`config.mk`:
```
export PLATFORM = sky130hd
export DESIGN_NAME = writeBufferCtrl
export DESIGN_NICKNAME = d
export VERILOG_FILES = /design/src/rtl/writeBufferPkg.sv /design/src/rtl/burstDataRam.sv /design/src/rtl/burstIntake.sv /design/src/rtl/burstStreamer.sv /design/src/rtl/entryDirectory.sv /design/src/rtl/writeBufferCtrl.sv
export VERILOG_INCLUDE_DIRS = /design/src /design/src/rtl
export SDC_FILE = /design/constraint.sdc
export NUM_CORES = 2
export LEC_CHECK = 0
export ABC_CLOCK_PERIOD_IN_PS = 5280
export BUFFER_PORTS_ARGS = -buffer_cell sky130_fd_sc_hd__buf_2
export CAP_MARGIN = 20
export CORE_MARGIN = 4
export CORE_UTILIZATION = 65
export CTS_BUF_LIST = sky130_fd_sc_hd__clkbuf_8
export CTS_CLUSTER_DIAMETER = 150
export DETAILED_ROUTE_END_ITERATION = 10
export GPL_ROUTABILITY_DRIVEN = 0
export PLACE_DENSITY = 0.81
export SLEW_MARGIN = 30
export SYNTH_ARGS = -nofsm -noshare
export SYNTH_HDL_FRONTEND = slang
export SYNTH_MEMORY_MAX_BITS = 65536
export SYNTH_SLANG_ARGS = --single-unit
```
`constraint.sdc`:
```
create_clock -name clk -period 5.28 [get_ports clk]
set_clock_uncertainty 0.1 [all_clocks]
set_input_delay 0.528 -clock clk [delete_from_list [all_inputs] [get_ports clk]]
set_output_delay 0.528 -clock clk [all_outputs]
set_load 0.02 [all_outputs]
```
`src/rtl/writeBuffer_defs.svh`:
```
`ifndef WRITEBUFFER_DEFS_SVH
`define WRITEBUFFER_DEFS_SVH

// --------------------
// Buffer geometry
// --------------------
`define WB_DEPTH   8        // Directory entries, one burst each
`define WB_BURST   8        // Beats per burst

// --------------------
// Field widths
// --------------------
`define WB_DATA_W  64       // Data beat width
`define WB_ID_W    4        // Write ID
`define WB_USER_W  1        // Write user field

// Index and counter widths, kept in step with the sizes above
`define WB_IDX_W   3        // Entry index for WB_DEPTH entries
`define WB_BEAT_W  3        // Beat number for WB_BURST beats
`define WB_CNT_W   4        // Outstanding count, must hold WB_DEPTH

`endif

```
`src/rtl/writeBufferPkg.sv`:
```
`include "writeBuffer_defs.svh"

package writeBufferPkg;

    // --------------------
    // Data storage layout
    // --------------------
    localparam int SlotCount = `WB_DEPTH * `WB_BURST;   // Words in burstDataRam
    localparam int SlotAddrW = `WB_IDX_W + `WB_BEAT_W;  // Entry index above beat number

    // Lowest set bit of an entry vector
    // Returns zero for an empty vector, callers qualify with a reduction OR
    function automatic logic [`WB_IDX_W-1:0] lowestSet(input logic [`WB_DEPTH-1:0] vec);
        logic [`WB_IDX_W-1:0] idx;
        idx = '0;
        for (int i = `WB_DEPTH - 1; i >= 0; i--) begin  // Scan downward so the lowest wins
            if (vec[i]) begin
                idx = i[`WB_IDX_W-1:0];
            end
        end
        return idx;
    endfunction

    // Storage address of one beat of one entry
    function automatic logic [SlotAddrW-1:0] dataSlot(
        input logic [`WB_IDX_W-1:0]  entry,
        input logic [`WB_BEAT_W-1:0] beat
    );
        logic [31:0] flat;
        flat = entry * `WB_BURST + beat;    // Bursts sit back to back
        return flat[SlotAddrW-1:0];
    endfunction

endpackage

```
`src/rtl/burstDataRam.sv`:
```
`timescale 1ns/1ns
`include "writeBuffer_defs.svh"

module burstDataRam
    import writeBufferPkg::*;
(
    input  logic                  clk,
    // Write port from the intake
    input  logic                  ramWe,
    input  logic [SlotAddrW-1:0]  ramWaddr,
    input  logic [`WB_DATA_W-1:0] ramWdata,
    // Read port towards the PHY
    input  logic                  ramRe,
    input  logic [SlotAddrW-1:0]  ramRaddr,
    output logic [`WB_DATA_W-1:0] ramRdata
);

    // --------------------
    // Storage
    // --------------------
    logic [`WB_DATA_W-1:0] mem [SlotCount];    // One slot per beat of every entry

    always_ff @(posedge clk) begin
        if (ramWe) begin
            mem[ramWaddr] <= ramWdata;
        end
    end

    // Read data holds between reads
    always_ff @(posedge clk) begin
        if (ramRe) begin
            ramRdata <= mem[ramRaddr];
        end
    end

endmodule

```
`src/rtl/burstIntake.sv`:
```
`timescale 1ns/1ns
`include "writeBuffer_defs.svh"

module burstIntake
    import writeBufferPkg::*;
(
    input  logic                  clk,
    input  logic                  rst,
    // Frontend write channel
    input  logic [`WB_DATA_W-1:0] writeData,
    input  logic [`WB_ID_W-1:0]   writeDataId,
    input  logic [`WB_USER_W-1:0] writeDataUser,
    input  logic [`WB_BURST-1:0]  writeDataStrb,    // One bit per beat
    input  logic                  writeDataLast,
    input  logic                  writeDataValid,
    input  logic                  writeAckReady,
    output logic                  writeAckValid,
    output logic [`WB_ID_W-1:0]   writeAckId,
    output logic [`WB_USER_W-1:0] writeAckUser,
    // Directory status
    input  logic [`WB_IDX_W-1:0]  freeIdx,
    input  logic                  bufferFull,
    // Allocation towards the directory
    output logic                  lastAccept,
    output logic [`WB_IDX_W-1:0]  allocIdx,
    output logic [`WB_ID_W-1:0]   allocId,
    output logic [`WB_USER_W-1:0] allocUser,
    output logic [`WB_BURST-1:0]  allocStrb,
    // Data RAM write port
    output logic                  ramWe,
    output logic [SlotAddrW-1:0]  ramWaddr,
    output logic [`WB_DATA_W-1:0] ramWdata
);

    logic                  inBurst;     // First beat taken, last still due
    logic [`WB_IDX_W-1:0]  heldIdx;     // Entry fixed at the first beat
    logic [`WB_BEAT_W-1:0] beatCnt;     // Beat position inside the burst
    logic                  beatAccept;

    // --------------------
    // Beat acceptance
    // --------------------
    // A new burst needs a free entry; the last beat also needs the response slot
    assign beatAccept = writeDataValid && (inBurst || !bufferFull)
                        && (!writeDataLast || writeAckReady);
    assign lastAccept = beatAccept && writeDataLast;

    // Mid-burst the latched entry is used, so a free elsewhere cannot move us
    assign allocIdx  = inBurst ? heldIdx : freeIdx;
    assign allocId   = writeDataId;         // Metadata is taken on the last beat
    assign allocUser = writeDataUser;
    assign allocStrb = writeDataStrb;

    // Storage write
    assign ramWe    = beatAccept;
    assign ramWaddr = dataSlot(allocIdx, beatCnt);
    assign ramWdata = writeData;

    // Response rides on the accepted last beat
    assign writeAckValid = lastAccept;
    assign writeAckId    = writeDataId;
    assign writeAckUser  = writeDataUser;

    // --------------------
    // Burst tracking
    // --------------------
    always_ff @(posedge clk or negedge rst) begin
        if (!rst) begin
            inBurst <= 1'b0;
            heldIdx <= '0;
            beatCnt <= '0;
        end else if (beatAccept) begin
            if (writeDataLast) begin
                inBurst <= 1'b0;            // Back to idle for the next burst
                beatCnt <= '0;
            end else begin
                inBurst <= 1'b1;
                beatCnt <= beatCnt + 1'b1;
                if (!inBurst) begin
                    heldIdx <= freeIdx;     // Lock the entry on the first beat
                end
            end
        end
    end

endmodule

```
`src/rtl/burstStreamer.sv`:
```
`timescale 1ns/1ns
`include "writeBuffer_defs.svh"

module burstStreamer
    import writeBufferPkg::*;
(
    input  logic                  clk,
    input  logic                  rst,
    // Directory view
    input  logic [`WB_DEPTH-1:0]  issuedVec,
    input  logic [`WB_BURST-1:0]  entryStrb,
    output logic [`WB_IDX_W-1:0]  strbIdx,
    output logic                  serveDone,
    output logic [`WB_IDX_W-1:0]  serveIdx,
    // PHY FIFO level
    input  logic                  phyFifoReady,
    // Data RAM read port
    output logic                  ramRe,
    output logic [SlotAddrW-1:0]  ramRaddr,
    // PHY side, aligned with the RAM read data
    output logic                  phyStrb,
    output logic                  phyLast,
    output logic                  phyValid
);

    logic                  locked;      // Burst in flight
    logic [`WB_IDX_W-1:0]  lockIdx;     // Entry owning the burst
    logic [`WB_BEAT_W-1:0] beatCnt;     // Next beat to send
    logic                  serving;
    logic                  lastBeat;

    // --------------------
    // Entry selection
    // --------------------
    // A lower entry issued mid-burst waits until this one is done
    assign serveIdx = locked ? lockIdx : lowestSet(issuedVec);
    assign serving  = phyFifoReady && (locked || |issuedVec);
    assign lastBeat = (beatCnt == `WB_BEAT_W'(`WB_BURST - 1));

    assign serveDone = serving && lastBeat;     // Frees the entry at the next edge
    assign strbIdx   = serveIdx;
    assign ramRe     = serving;
    assign ramRaddr  = dataSlot(serveIdx, beatCnt);

    // --------------------
    // Beat sequencing
    // --------------------
    always_ff @(posedge clk or negedge rst) begin
        if (!rst) begin
            locked   <= 1'b0;
            lockIdx  <= '0;
            beatCnt  <= '0;
            phyValid <= 1'b0;
            phyLast  <= 1'b0;
        end else begin
            phyValid <= serving;                // Low on a stall, position kept
            phyLast  <= serving && lastBeat;
            if (serving) begin
                lockIdx <= serveIdx;
                locked  <= !lastBeat;
                beatCnt <= lastBeat ? '0 : beatCnt + 1'b1;
            end
        end
    end

    // Strobe bit of the beat being read
    always_ff @(posedge clk) begin
        if (serving) begin
            phyStrb <= entryStrb[beatCnt];
        end
    end

endmodule

```
`src/rtl/entryDirectory.sv`:
```
`timescale 1ns/1ns
`include "writeBuffer_defs.svh"

module entryDirectory
    import writeBufferPkg::*;
(
    input  logic                  clk,
    input  logic                  rst,
    // Allocation from the intake
    input  logic                  lastAccept,
    input  logic [`WB_IDX_W-1:0]  allocIdx,
    input  logic [`WB_ID_W-1:0]   allocId,
    input  logic [`WB_USER_W-1:0] allocUser,
    input  logic [`WB_BURST-1:0]  allocStrb,
    // Command issue from the channel scheduler
    input  logic                  issueValid,
    input  logic [`WB_ID_W-1:0]   issueId,
    input  logic [`WB_USER_W-1:0] issueUser,
    // Streamer side
    input  logic                  serveDone,
    input  logic [`WB_IDX_W-1:0]  serveIdx,
    input  logic [`WB_IDX_W-1:0]  strbIdx,
    // PHY completion
    input  logic                  writeModeAck,
    // Status
    output logic [`WB_IDX_W-1:0]  freeIdx,
    output logic                  bufferFull,
    output logic [`WB_DEPTH-1:0]  issuedVec,
    output logic [`WB_BURST-1:0]  entryStrb,
    output logic [`WB_CNT_W-1:0]  outstanding
);

    // --------------------
    // Entry state
    // --------------------
    logic [`WB_DEPTH-1:0]  validVec;                // Entry holds a complete burst
    logic [`WB_ID_W-1:0]   entryId   [`WB_DEPTH];
    logic [`WB_USER_W-1:0] entryUser [`WB_DEPTH];
    logic [`WB_BURST-1:0]  entryMask [`WB_DEPTH];   // Per-beat strobe
    logic [`WB_DEPTH-1:0]  matchVec;                // Issue candidates
    logic [`WB_IDX_W-1:0]  issueIdx;

    // Free and full status
    assign freeIdx    = lowestSet(~validVec);
    assign bufferFull = &validVec;

    // Strobe lookup for the streamer
    assign entryStrb = entryMask[strbIdx];

    // --------------------
    // Issue matching
    // --------------------
    // Only valid entries still waiting for their command take part
    always_comb begin
        for (int i = 0; i < `WB_DEPTH; i++) begin
            matchVec[i] = validVec[i] && !issuedVec[i]
                          && (entryId[i] == issueId)
                          && (entryUser[i] == issueUser);
        end
    end

    assign issueIdx = lowestSet(matchVec);      // Oldest slot is not tracked, lowest index wins

    // --------------------
    // Valid and issued flags
    // --------------------
    // Alloc, issue and free never hit the same entry in one cycle
    always_ff @(posedge clk or negedge rst) begin
        if (!rst) begin
            validVec  <= '0;
            issuedVec <= '0;
        end else begin
            if (lastAccept) begin
                validVec[allocIdx]  <= 1'b1;
                issuedVec[allocIdx] <= 1'b0;
            end
            if (issueValid && |matchVec) begin     // Unmatched pulses are dropped
                issuedVec[issueIdx] <= 1'b1;
            end
            if (serveDone) begin                    // Last beat went out
                validVec[serveIdx]  <= 1'b0;
                issuedVec[serveIdx] <= 1'b0;
            end
        end
    end

    // Metadata captured with the last beat
    always_ff @(posedge clk) begin
        if (lastAccept) begin
            entryId[allocIdx]   <= allocId;
            entryUser[allocIdx] <= allocUser;
            entryMask[allocIdx] <= allocStrb;
        end
    end

    // --------------------
    // Outstanding writes
    // --------------------
    always_ff @(posedge clk or negedge rst) begin
        if (!rst) begin
            outstanding <= '0;
        end else begin
            case ({lastAccept, writeModeAck})
                2'b10:   outstanding <= outstanding + 1'b1;  // Burst accepted
                2'b01:   outstanding <= outstanding - 1'b1;  // PHY finished one
                default: outstanding <= outstanding;         // Both or neither
            endcase
        end
    end

endmodule

```
`src/rtl/writeBufferCtrl.sv`:
```
`timescale 1ns/1ns
`include "writeBuffer_defs.svh"

module writeBufferCtrl (
    input  logic                  clk,
    input  logic                  rst,
    // Frontend write channel
    input  logic [`WB_DATA_W-1:0] writeData,
    input  logic [`WB_ID_W-1:0]   writeDataId,
    input  logic [`WB_USER_W-1:0] writeDataUser,
    input  logic [`WB_BURST-1:0]  writeDataStrb,
    input  logic                  writeDataLast,
    input  logic                  writeDataValid,
    input  logic                  writeAckReady,
    output logic                  writeAckValid,
    output logic [`WB_ID_W-1:0]   writeAckId,
    output logic [`WB_USER_W-1:0] writeAckUser,
    output logic                  bufferFull,
    output logic [`WB_CNT_W-1:0]  outstanding,
    // Channel scheduler issue
    input  logic                  issueValid,
    input  logic [`WB_ID_W-1:0]   issueId,
    input  logic [`WB_USER_W-1:0] issueUser,
    // PHY channel
    input  logic                  phyFifoReady,
    input  logic                  writeModeAck,
    output logic [`WB_DATA_W-1:0] phyData,
    output logic                  phyStrb,
    output logic                  phyLast,
    output logic                  phyValid
);

    // --------------------
    // Internal wiring
    // --------------------
    logic                           lastAccept;
    logic [`WB_IDX_W-1:0]           allocIdx, freeIdx, serveIdx, strbIdx;
    logic [`WB_ID_W-1:0]            allocId;
    logic [`WB_USER_W-1:0]          allocUser;
    logic [`WB_BURST-1:0]           allocStrb, entryStrb;
    logic [`WB_DEPTH-1:0]           issuedVec;
    logic                           serveDone, ramWe, ramRe;
    logic [`WB_IDX_W+`WB_BEAT_W-1:0] ramWaddr, ramRaddr;   // Entry and beat
    logic [`WB_DATA_W-1:0]          ramWdata;

    burstIntake intake (.clk, .rst, .writeData, .writeDataId, .writeDataUser, .writeDataStrb,
        .writeDataLast, .writeDataValid, .writeAckReady, .writeAckValid, .writeAckId,
        .writeAckUser, .freeIdx, .bufferFull, .lastAccept, .allocIdx, .allocId, .allocUser,
        .allocStrb, .ramWe, .ramWaddr, .ramWdata);

    entryDirectory directory (.clk, .rst, .lastAccept, .allocIdx, .allocId, .allocUser,
        .allocStrb, .issueValid, .issueId, .issueUser, .serveDone, .serveIdx, .strbIdx,
        .writeModeAck, .freeIdx, .bufferFull, .issuedVec, .entryStrb, .outstanding);

    burstStreamer streamer (.clk, .rst, .issuedVec, .entryStrb, .strbIdx, .serveDone,
        .serveIdx, .phyFifoReady, .ramRe, .ramRaddr, .phyStrb, .phyLast, .phyValid);

    // RAM read data goes straight to the PHY, in step with phyValid
    burstDataRam dataRam (.clk, .ramWe, .ramWaddr, .ramWdata, .ramRe, .ramRaddr,
        .ramRdata(phyData));

endmodule

```
Word-level counts from Yosys, hierarchy flattened
Memory sizes are Yosys's and may differ from the RTL's. A register that Yosys moved wholly into a read port is not among the register bits.
Cells that the tools add are included.

word-level totals
  register bits = 37
  bits in latches = 0
  RAM bits = 4200
  bits in read-only memories = 0
  input bits = 90
  output and inout bits = 78
  word-level logic and storage cells = 156
  memories kept = 4

memory list
  memory               words  width  read ports  clocked after Yosys merged registers in  wr ports  RTL line              RTL
  dataRam.mem          64     64     1           1                                        1         burstDataRam.sv:21    logic [`WB_DATA_W-1:0] mem [SlotCount];
  directory.entryMask  8      8      1           0                                        1         entryDirectory.sv:39  logic [`WB_BURST-1:0] entryMask [`WB_DEPTH];
  directory.entryId    8      4      8           0                                        1         entryDirectory.sv:37  logic [`WB_ID_W-1:0] entryId [`WB_DEPTH];
  directory.entryUser  8      1      8           0                                        1         entryDirectory.sv:38  logic [`WB_USER_W-1:0] entryUser [`WB_DEPTH];

cells by class
  $add $sub $neg = 6
  $mul = 0
  divide/modulo/power cells = 0
  magnitude comparators = 7
  equal/unequal tests = 19
  shifts and indexed selects = 0
  multiplexer cells = 47
  bitwise operators = 9
  reduce and logical (&&, ||, !) cells = 52

operators by type and width
  cell                                                         count
  two-way mux 3 bit                                            28
  two-way mux 8 bit                                            5
  logical AND 1 bit                                            33
  == test 4 bit                                                8
  AND 8 bit                                                    3
  NOT 8 bit                                                    3
  less-than comparator 3 x 4 -> 1 bit (second input constant)  4
  OR 8 bit                                                     2
  OR reduction 8 bit                                           2
  adder 6 x 3 -> 6 bit                                         2
  logical NOT 1 bit                                            11
  demux 1 bit (select 3 bit)                                   3
  >= comparator 3 x 1 -> 1 bit (second input constant)         3
  two-way mux 1 bit                                            9
  == test 1 bit                                                8
  one-hot mux 4 bit (2 select lines)                           1
  AND reduction 8 bit                                          1
  adder 3 x 1 -> 3 bit (second input constant)                 2
  adder 4 x 1 -> 4 bit (second input constant)                 1
  subtractor 4 x 1 -> 4 bit (second input constant)            1
  binary-select mux 1 bit (select 3 bit)                       1
  == test 3 bit (second input constant)                        1
  logical OR 1 bit                                             3
  == test 2 x 1 -> 1 bit (second input constant)               1
  other kinds (4)                                              4

Logic depth before layout (Yosys ltp)
  word-level depth = 21
  depth in mapped cells = 13
  gate-level depth less buffers = 12

Cells and area by module
From an unflattened synthesis, not the netlist that was laid out.

unflattened totals
  cells, all modules = 7090
  area, all modules = 163922.2 sq um

modules (own cells, without submodules)
  module          times used  cells each  area an instance (sq um)  sequential area each (sq um)
  burstDataRam    1           6598        156989.3                  124919.8
  entryDirectory  1           318         5285.1                    3623.5
  burstIntake     1           118         1044.8                    175.2
  burstStreamer   1           56          603.1                     255.2

Worst setup path after synthesis
No wires, ideal clock.

  kind = reg2reg
  start point = reg directory.validVec[6]
  end point = mem dataRam.mem[22][0] (netlist bit) (enable)
  setup time = 0.487 ns
  data arrival time = 4.010 ns
  required time = 4.693 ns
  setup slack = 0.684 ns
  stages on the path, launching flop included = 8
  path buffers = 0
  period minus slack after synthesis = 4.596 ns
  cells stage by stage = dfrtp_1 > inv_1 > o21ai_0 > a21boi_0 > o21ai_0 > a22oi_1 > nand2_1 > nor2_1

on the way
  word-level cells in the longest chain between the ends = 10
  elaborated cells between the ends (all ways) = 17
  those cells by class = add/sub (1); mux (10); bitwise (1); reduce/logical (5)

RTL lines
  what                             RTL line              RTL
  start, declared                  entryDirectory.sv:36  logic [`WB_DEPTH-1:0] validVec;
  start signal, assigned           entryDirectory.sv:70  validVec <= '0;
  start signal, assigned by index  entryDirectory.sv:74  validVec[allocIdx] <= 1'b1;
  start signal, assigned by index  entryDirectory.sv:81  validVec[serveIdx] <= 1'b0;
  NOT 8 bit                        entryDirectory.sv:44  assign freeIdx = lowestSet(~validVec);
  two-way mux 3 bit (7 in a row)   writeBufferPkg.sv:17  if (vec[i]) begin
  two-way mux 3 bit                burstIntake.sv:49     assign allocIdx = inBurst ? heldIdx : freeIdx;
  adder 6 x 3 -> 6 bit             writeBufferPkg.sv:30  flat = entry * `WB_BURST + beat;
  end, declared                    burstDataRam.sv:21

Parallel ways exist; a longest one is shown, timed or not.

Worst setup path in the final report
  start point = reg directory.validVec[0]
  end point = mem dataRam.mem[6][15] (netlist bit) (enable)

on the way
  word-level cells in the longest chain between the ends = 7
  elaborated cells between the ends (all ways) = 11
  those cells by class = add/sub (1); mux (4); bitwise (1); reduce/logical (5)

RTL lines
  what
  branches (longest 7 deep; another with adder 6 x 3 -> 6 bit)

Several ways; the timed one is not identified.

==> reports/metrics.sh <==
POSTSYNTHAREAPERCELL_UM2=24.4
SYNTH.YOSYS.SEQ_AREA_SHARE_PCT=78.8
FIRST_ITER_VIOLATIONS=16200
H-TREE-DEPTH=6
CRITICAL-PATH-SLOWEST-CELL='sky130_fd_sc_hd__nor2_4'
ASYNCSETRESETFLOPFRACSYNTH_PCT=0.837
CTS_BUFFERS=653
NUMBER_OF_ENABLE_TYPE_REGISTER_CELLS_IN_THE_SYNTHESIZED_NETLIST=4265
FINAL_COMMON_CELL='sky130_fd_sc_hd__edfxtp_1'
FINAL.MIN_CLOCK_PERIOD_NS=5.00
HOLDCRITPATHCLASS='input port to register'
OUTCOME='completed'
CP.REQUIRED_NS=5.97
CLOCK_PATH_BUFFERS=4
PORT-BUFFER-COUNT=167
CORE_AREA_MM2=0.250
FLOORPLAN.DIE.WIDTH_UM=510
STDCELL_COUNT=11400
CTS.REPAIR.RESIZED=0
SYNTH-WARNING-COUNT=0
SETUP_REPAIR_AFTER_GLOBAL_ROUTING_MISSED_ITS_MARGIN='no'
FINALHOLDVIOLATIONS=0
POSTSYNTHNETCOUNT=6819
GRT_ANTENNA_BEFORE_REPAIR=30
AREA.GROWTH.SYNTH_TO_FINAL_PCT=12.6
PATH_CELLS='nand4_1 > or3_1 > o221ai_2 > dlygate4sd3_1 > nor2_1 > nand3_1 > nor2_4 > buf_12'
CRITICALPATHCATEGORY='register to register'
GRT_UTIL_ALL_LAYERS_PCT=37.9
MAX_CAP_VIOL_COUNT=0
TRITONCTS='yes'
P_LEAK_nW=58.5
WORST-SLEW-PIN-TRANSITION_NS=1.12
CP.BUFFERS_INVERTERS=2
DETAIL_ROUTE.FIRST_PASS.ITERATIONS=7
ANTENNA_VIOLATING_NETS_POST_ROUTE=0
FINALNETCOUNT=7676
REMAINING_GLOBAL_ROUTE_OVERFLOW=0
START_UTIL_PCT=65.6
GRT_MAX_DEGREE=70
POWER.DENSITY_CELL_AREA_mW_PER_MM2=483
GRT_PASS1_WL_UM=675000
NFILLCELLS=11900
DIE_Y_UM=510
FLOORPLAN.ROWS=183
DETAIL_ROUTE.VIAS_PER_CELL=7.46
SYNTH.FF_LATCH_COUNT=4301
IOPINCOUNT=168
SYNTH_TOP_FLOP_CELL='sky130_fd_sc_hd__edfxtp_1'
HOLD_SLACK_NS=0.116
SYNTHCELLS=6722
SHARE_OF_LAYOUT_CELLS_ABOVE_DRIVE_STRENGTH_1_PCT=32.5
DP_HPWL_UM=243000
START_KIND='register'
TOTAL_SETUP_VIOLATIONS_REPORTED_AT_THE_END_OF_THE_FLOW=0
WORSTPATHARRIVAL_NS=5.69
ROUTE.FINAL.WIRE_LENGTH_UM=481000
SLEW_HEADROOM_PCT=25.3
SETUP_TOTAL_NEGATIVE_SLACK_NS=0
SYN-CELL-AREA_MM2=0.164
GRT_PASS1_VIAS=87000
CTS.REPAIR_TIMING.SETUP_BUFFER_COUNT=0
UTILIZATION_PCT=73.9
CTS_ROOT_BUFFER_TYPE='sky130_fd_sc_hd__clkbuf_8'
DIE-AREA_MM2=0.260
SYNTHDISTINCTLIBCELLS=61
CP_MAX_FO=20
PERIOD_UTILISATION_LAYOUT_PCT=94.7
VDD_IR_DROP_MAX_mV=0.422
PATH_DELAY_FAMILY='simple AND/OR/NAND/NOR gates'
END_KIND='register'
PLACED_CELLS=10100
CTS_SINKS=4301
FINAL_MAX_SLEW_VIOL_COUNT=0
VIAS=85000
SOURCE_TO_SINK_CLOCK_DELAY_AT_THE_LATER_PIN_OF_THE_WORST_SKEW_PAIR_NS=1.20
CTS.HOLD.BUFFERS_ADDED=95
MAX_STAGE_DELAY_NS=1.04
WORST_SLACK_NS=0.281
ROUTED_WIRE_LENGTH_PER_INSTANCE_UM=42.2
DRC_VIOLS=0
CLOCK.FMAX_GHz=0.200
CLK_PIN_SLEW_NS=0.06
MOST-COMMON-LAYOUT-CELLS='sky130_fd_sc_hd__edfxtp_1, sky130_fd_sc_hd__mux4_2, sky130_fd_sc_hd__clkbuf_8'
PRE_CTS_SLACK_NS=1.24
through the flow:
step	instance area, um^2	power (mW)
2_1_floorplan	164000	55.0
3_3_place_gp	171000	61.9
3_5_place_dp	171000	62.8
4_1_cts	184000	88.8
5_1_grt	184000	91.6
6_report	184000	89.0
worst reg2reg max path, cell delays in order, from the launching register on:
cell                            delay, ns
sky130_fd_sc_hd__dfrtp_1             0.43
sky130_fd_sc_hd__nand4_1             0.15
sky130_fd_sc_hd__or3_1               0.23
sky130_fd_sc_hd__o221ai_2            0.17
sky130_fd_sc_hd__dlygate4sd3_1       0.67
sky130_fd_sc_hd__nor2_1              0.65
sky130_fd_sc_hd__nand3_1             0.80
sky130_fd_sc_hd__nor2_4              1.04
sky130_fd_sc_hd__buf_12              0.34
metal layers:
metal  vias to the layer above  share of wire, %  GRT usage (%)
li1                      30700                 -              -
met1                     43000                29           49.5
met2                      9429                48           58.3
met3                      1912                16           11.7
met4                        16               6.8           20.9
met5                         -             0.031              0
power by group:
part	internal (mW)	switching (mW)	total [mW]
Combinational	10.6	13.0	23.5
Clock	12.9	13.0	25.9
Sequential	38.8	0.852	39.6
Yosys cell counts (3+ instances only):
library cell	n	area, um^2
sky130_fd_sc_hd__edfxtp_1	4265	128000
sky130_fd_sc_hd__mux4_2	1285	28900
sky130_fd_sc_hd__nand2_1	332	1250
sky130_fd_sc_hd__clkbuf_1	169	634
sky130_fd_sc_hd__buf_2	114	571
sky130_fd_sc_hd__nor2_1	95	357
sky130_fd_sc_hd__a31oi_1	65	407
sky130_fd_sc_hd__and3_1	65	407
sky130_fd_sc_hd__buf_4	36	270
sky130_fd_sc_hd__dfrtp_1	36	901
sky130_fd_sc_hd__a21oi_1	29	145
sky130_fd_sc_hd__xor2_1	29	254
sky130_fd_sc_hd__buf_6	23	259
sky130_fd_sc_hd__inv_1	20	75.1
sky130_fd_sc_hd__o21ai_0	17	85.1
sky130_fd_sc_hd__xnor2_1	15	131
sky130_fd_sc_hd__nand3_1	12	60.1
sky130_fd_sc_hd__buf_1	11	41.3
sky130_fd_sc_hd__a221oi_1	8	70.1
sky130_fd_sc_hd__nor4_1	8	50.1
sky130_fd_sc_hd__ha_1	6	75.1
sky130_fd_sc_hd__nand4_1	6	37.5
sky130_fd_sc_hd__nor3_1	6	30.0
sky130_fd_sc_hd__o21a_1	6	45.0
sky130_fd_sc_hd__and2_1	5	31.3
sky130_fd_sc_hd__nand4b_1	5	43.8
sky130_fd_sc_hd__nor2b_1	5	31.3
sky130_fd_sc_hd__inv_2	3	11.3
sky130_fd_sc_hd__o32ai_1	3	26.3
flip-flops by register name, indices dropped and copies added, names as in the netlist, 4 cells and up:
register and count:
dataRam.ramRdata 64, directory.entryUser 8, directory.entryMask 64, directory.outstanding 4
directory.validVec 8, dataRam.mem 4096, directory.issuedVec 8, directory.entryId 32
cells by family after synthesis:
kind of cell | count (synthesis) | share of synthesized area (%)
compound gates | 159 | 0.639
mux | 1286 | 17.7
fa+ha+maj | 7 | 0.0581
xor+xnor | 44 | 0.235
simple gates | 549 | 1.45
buf+inv | 376 | 1.14
flops | 4301 | 78.8
cell type report:
type                            instances  area, um^2  share of cell area (%)
Sequential cell                      4301      129000                    70.0
Clock buffer                          669        9210                    4.99
Timing Repair Buffer                  555        5870                    3.18
Multi-Input combinational cell       2045       33400                    18.1
Tap cell                             3330        4170                    2.26
Inverter                               23        91.3                  0.0495
Clock inverter                        454        2570                    1.39
Antenna cell                           22        55.1                  0.0299
worst paths after layout:
path	startpoint	endpoint	slack, ns	depth (start not counted)
max in group asynchronous	rst	streamer.beatCnt[0]$_DFFE_PN0P_	4.53	4
min in group asynchronous	rst	intake.inBurst$_DFFE_PN0P_	0.29	4
hold / removal	issueId[0]	directory.issuedVec[5]$_DFF_PN0_	0.12	7
setup / recovery	directory.validVec[0]$_DFF_PN0_	dataRam.mem[6][15]$_DFFE_PP_	0.28	8
hold reg to reg	directory.outstanding[3]$_DFFE_PN0P_	directory.outstanding[3]$_DFFE_PN0P_	0.38	1
setup reg to reg	directory.validVec[0]$_DFF_PN0_	dataRam.mem[6][15]$_DFFE_PP_	0.28	8
No activity file was read; power rests on OpenSTA's default activity.
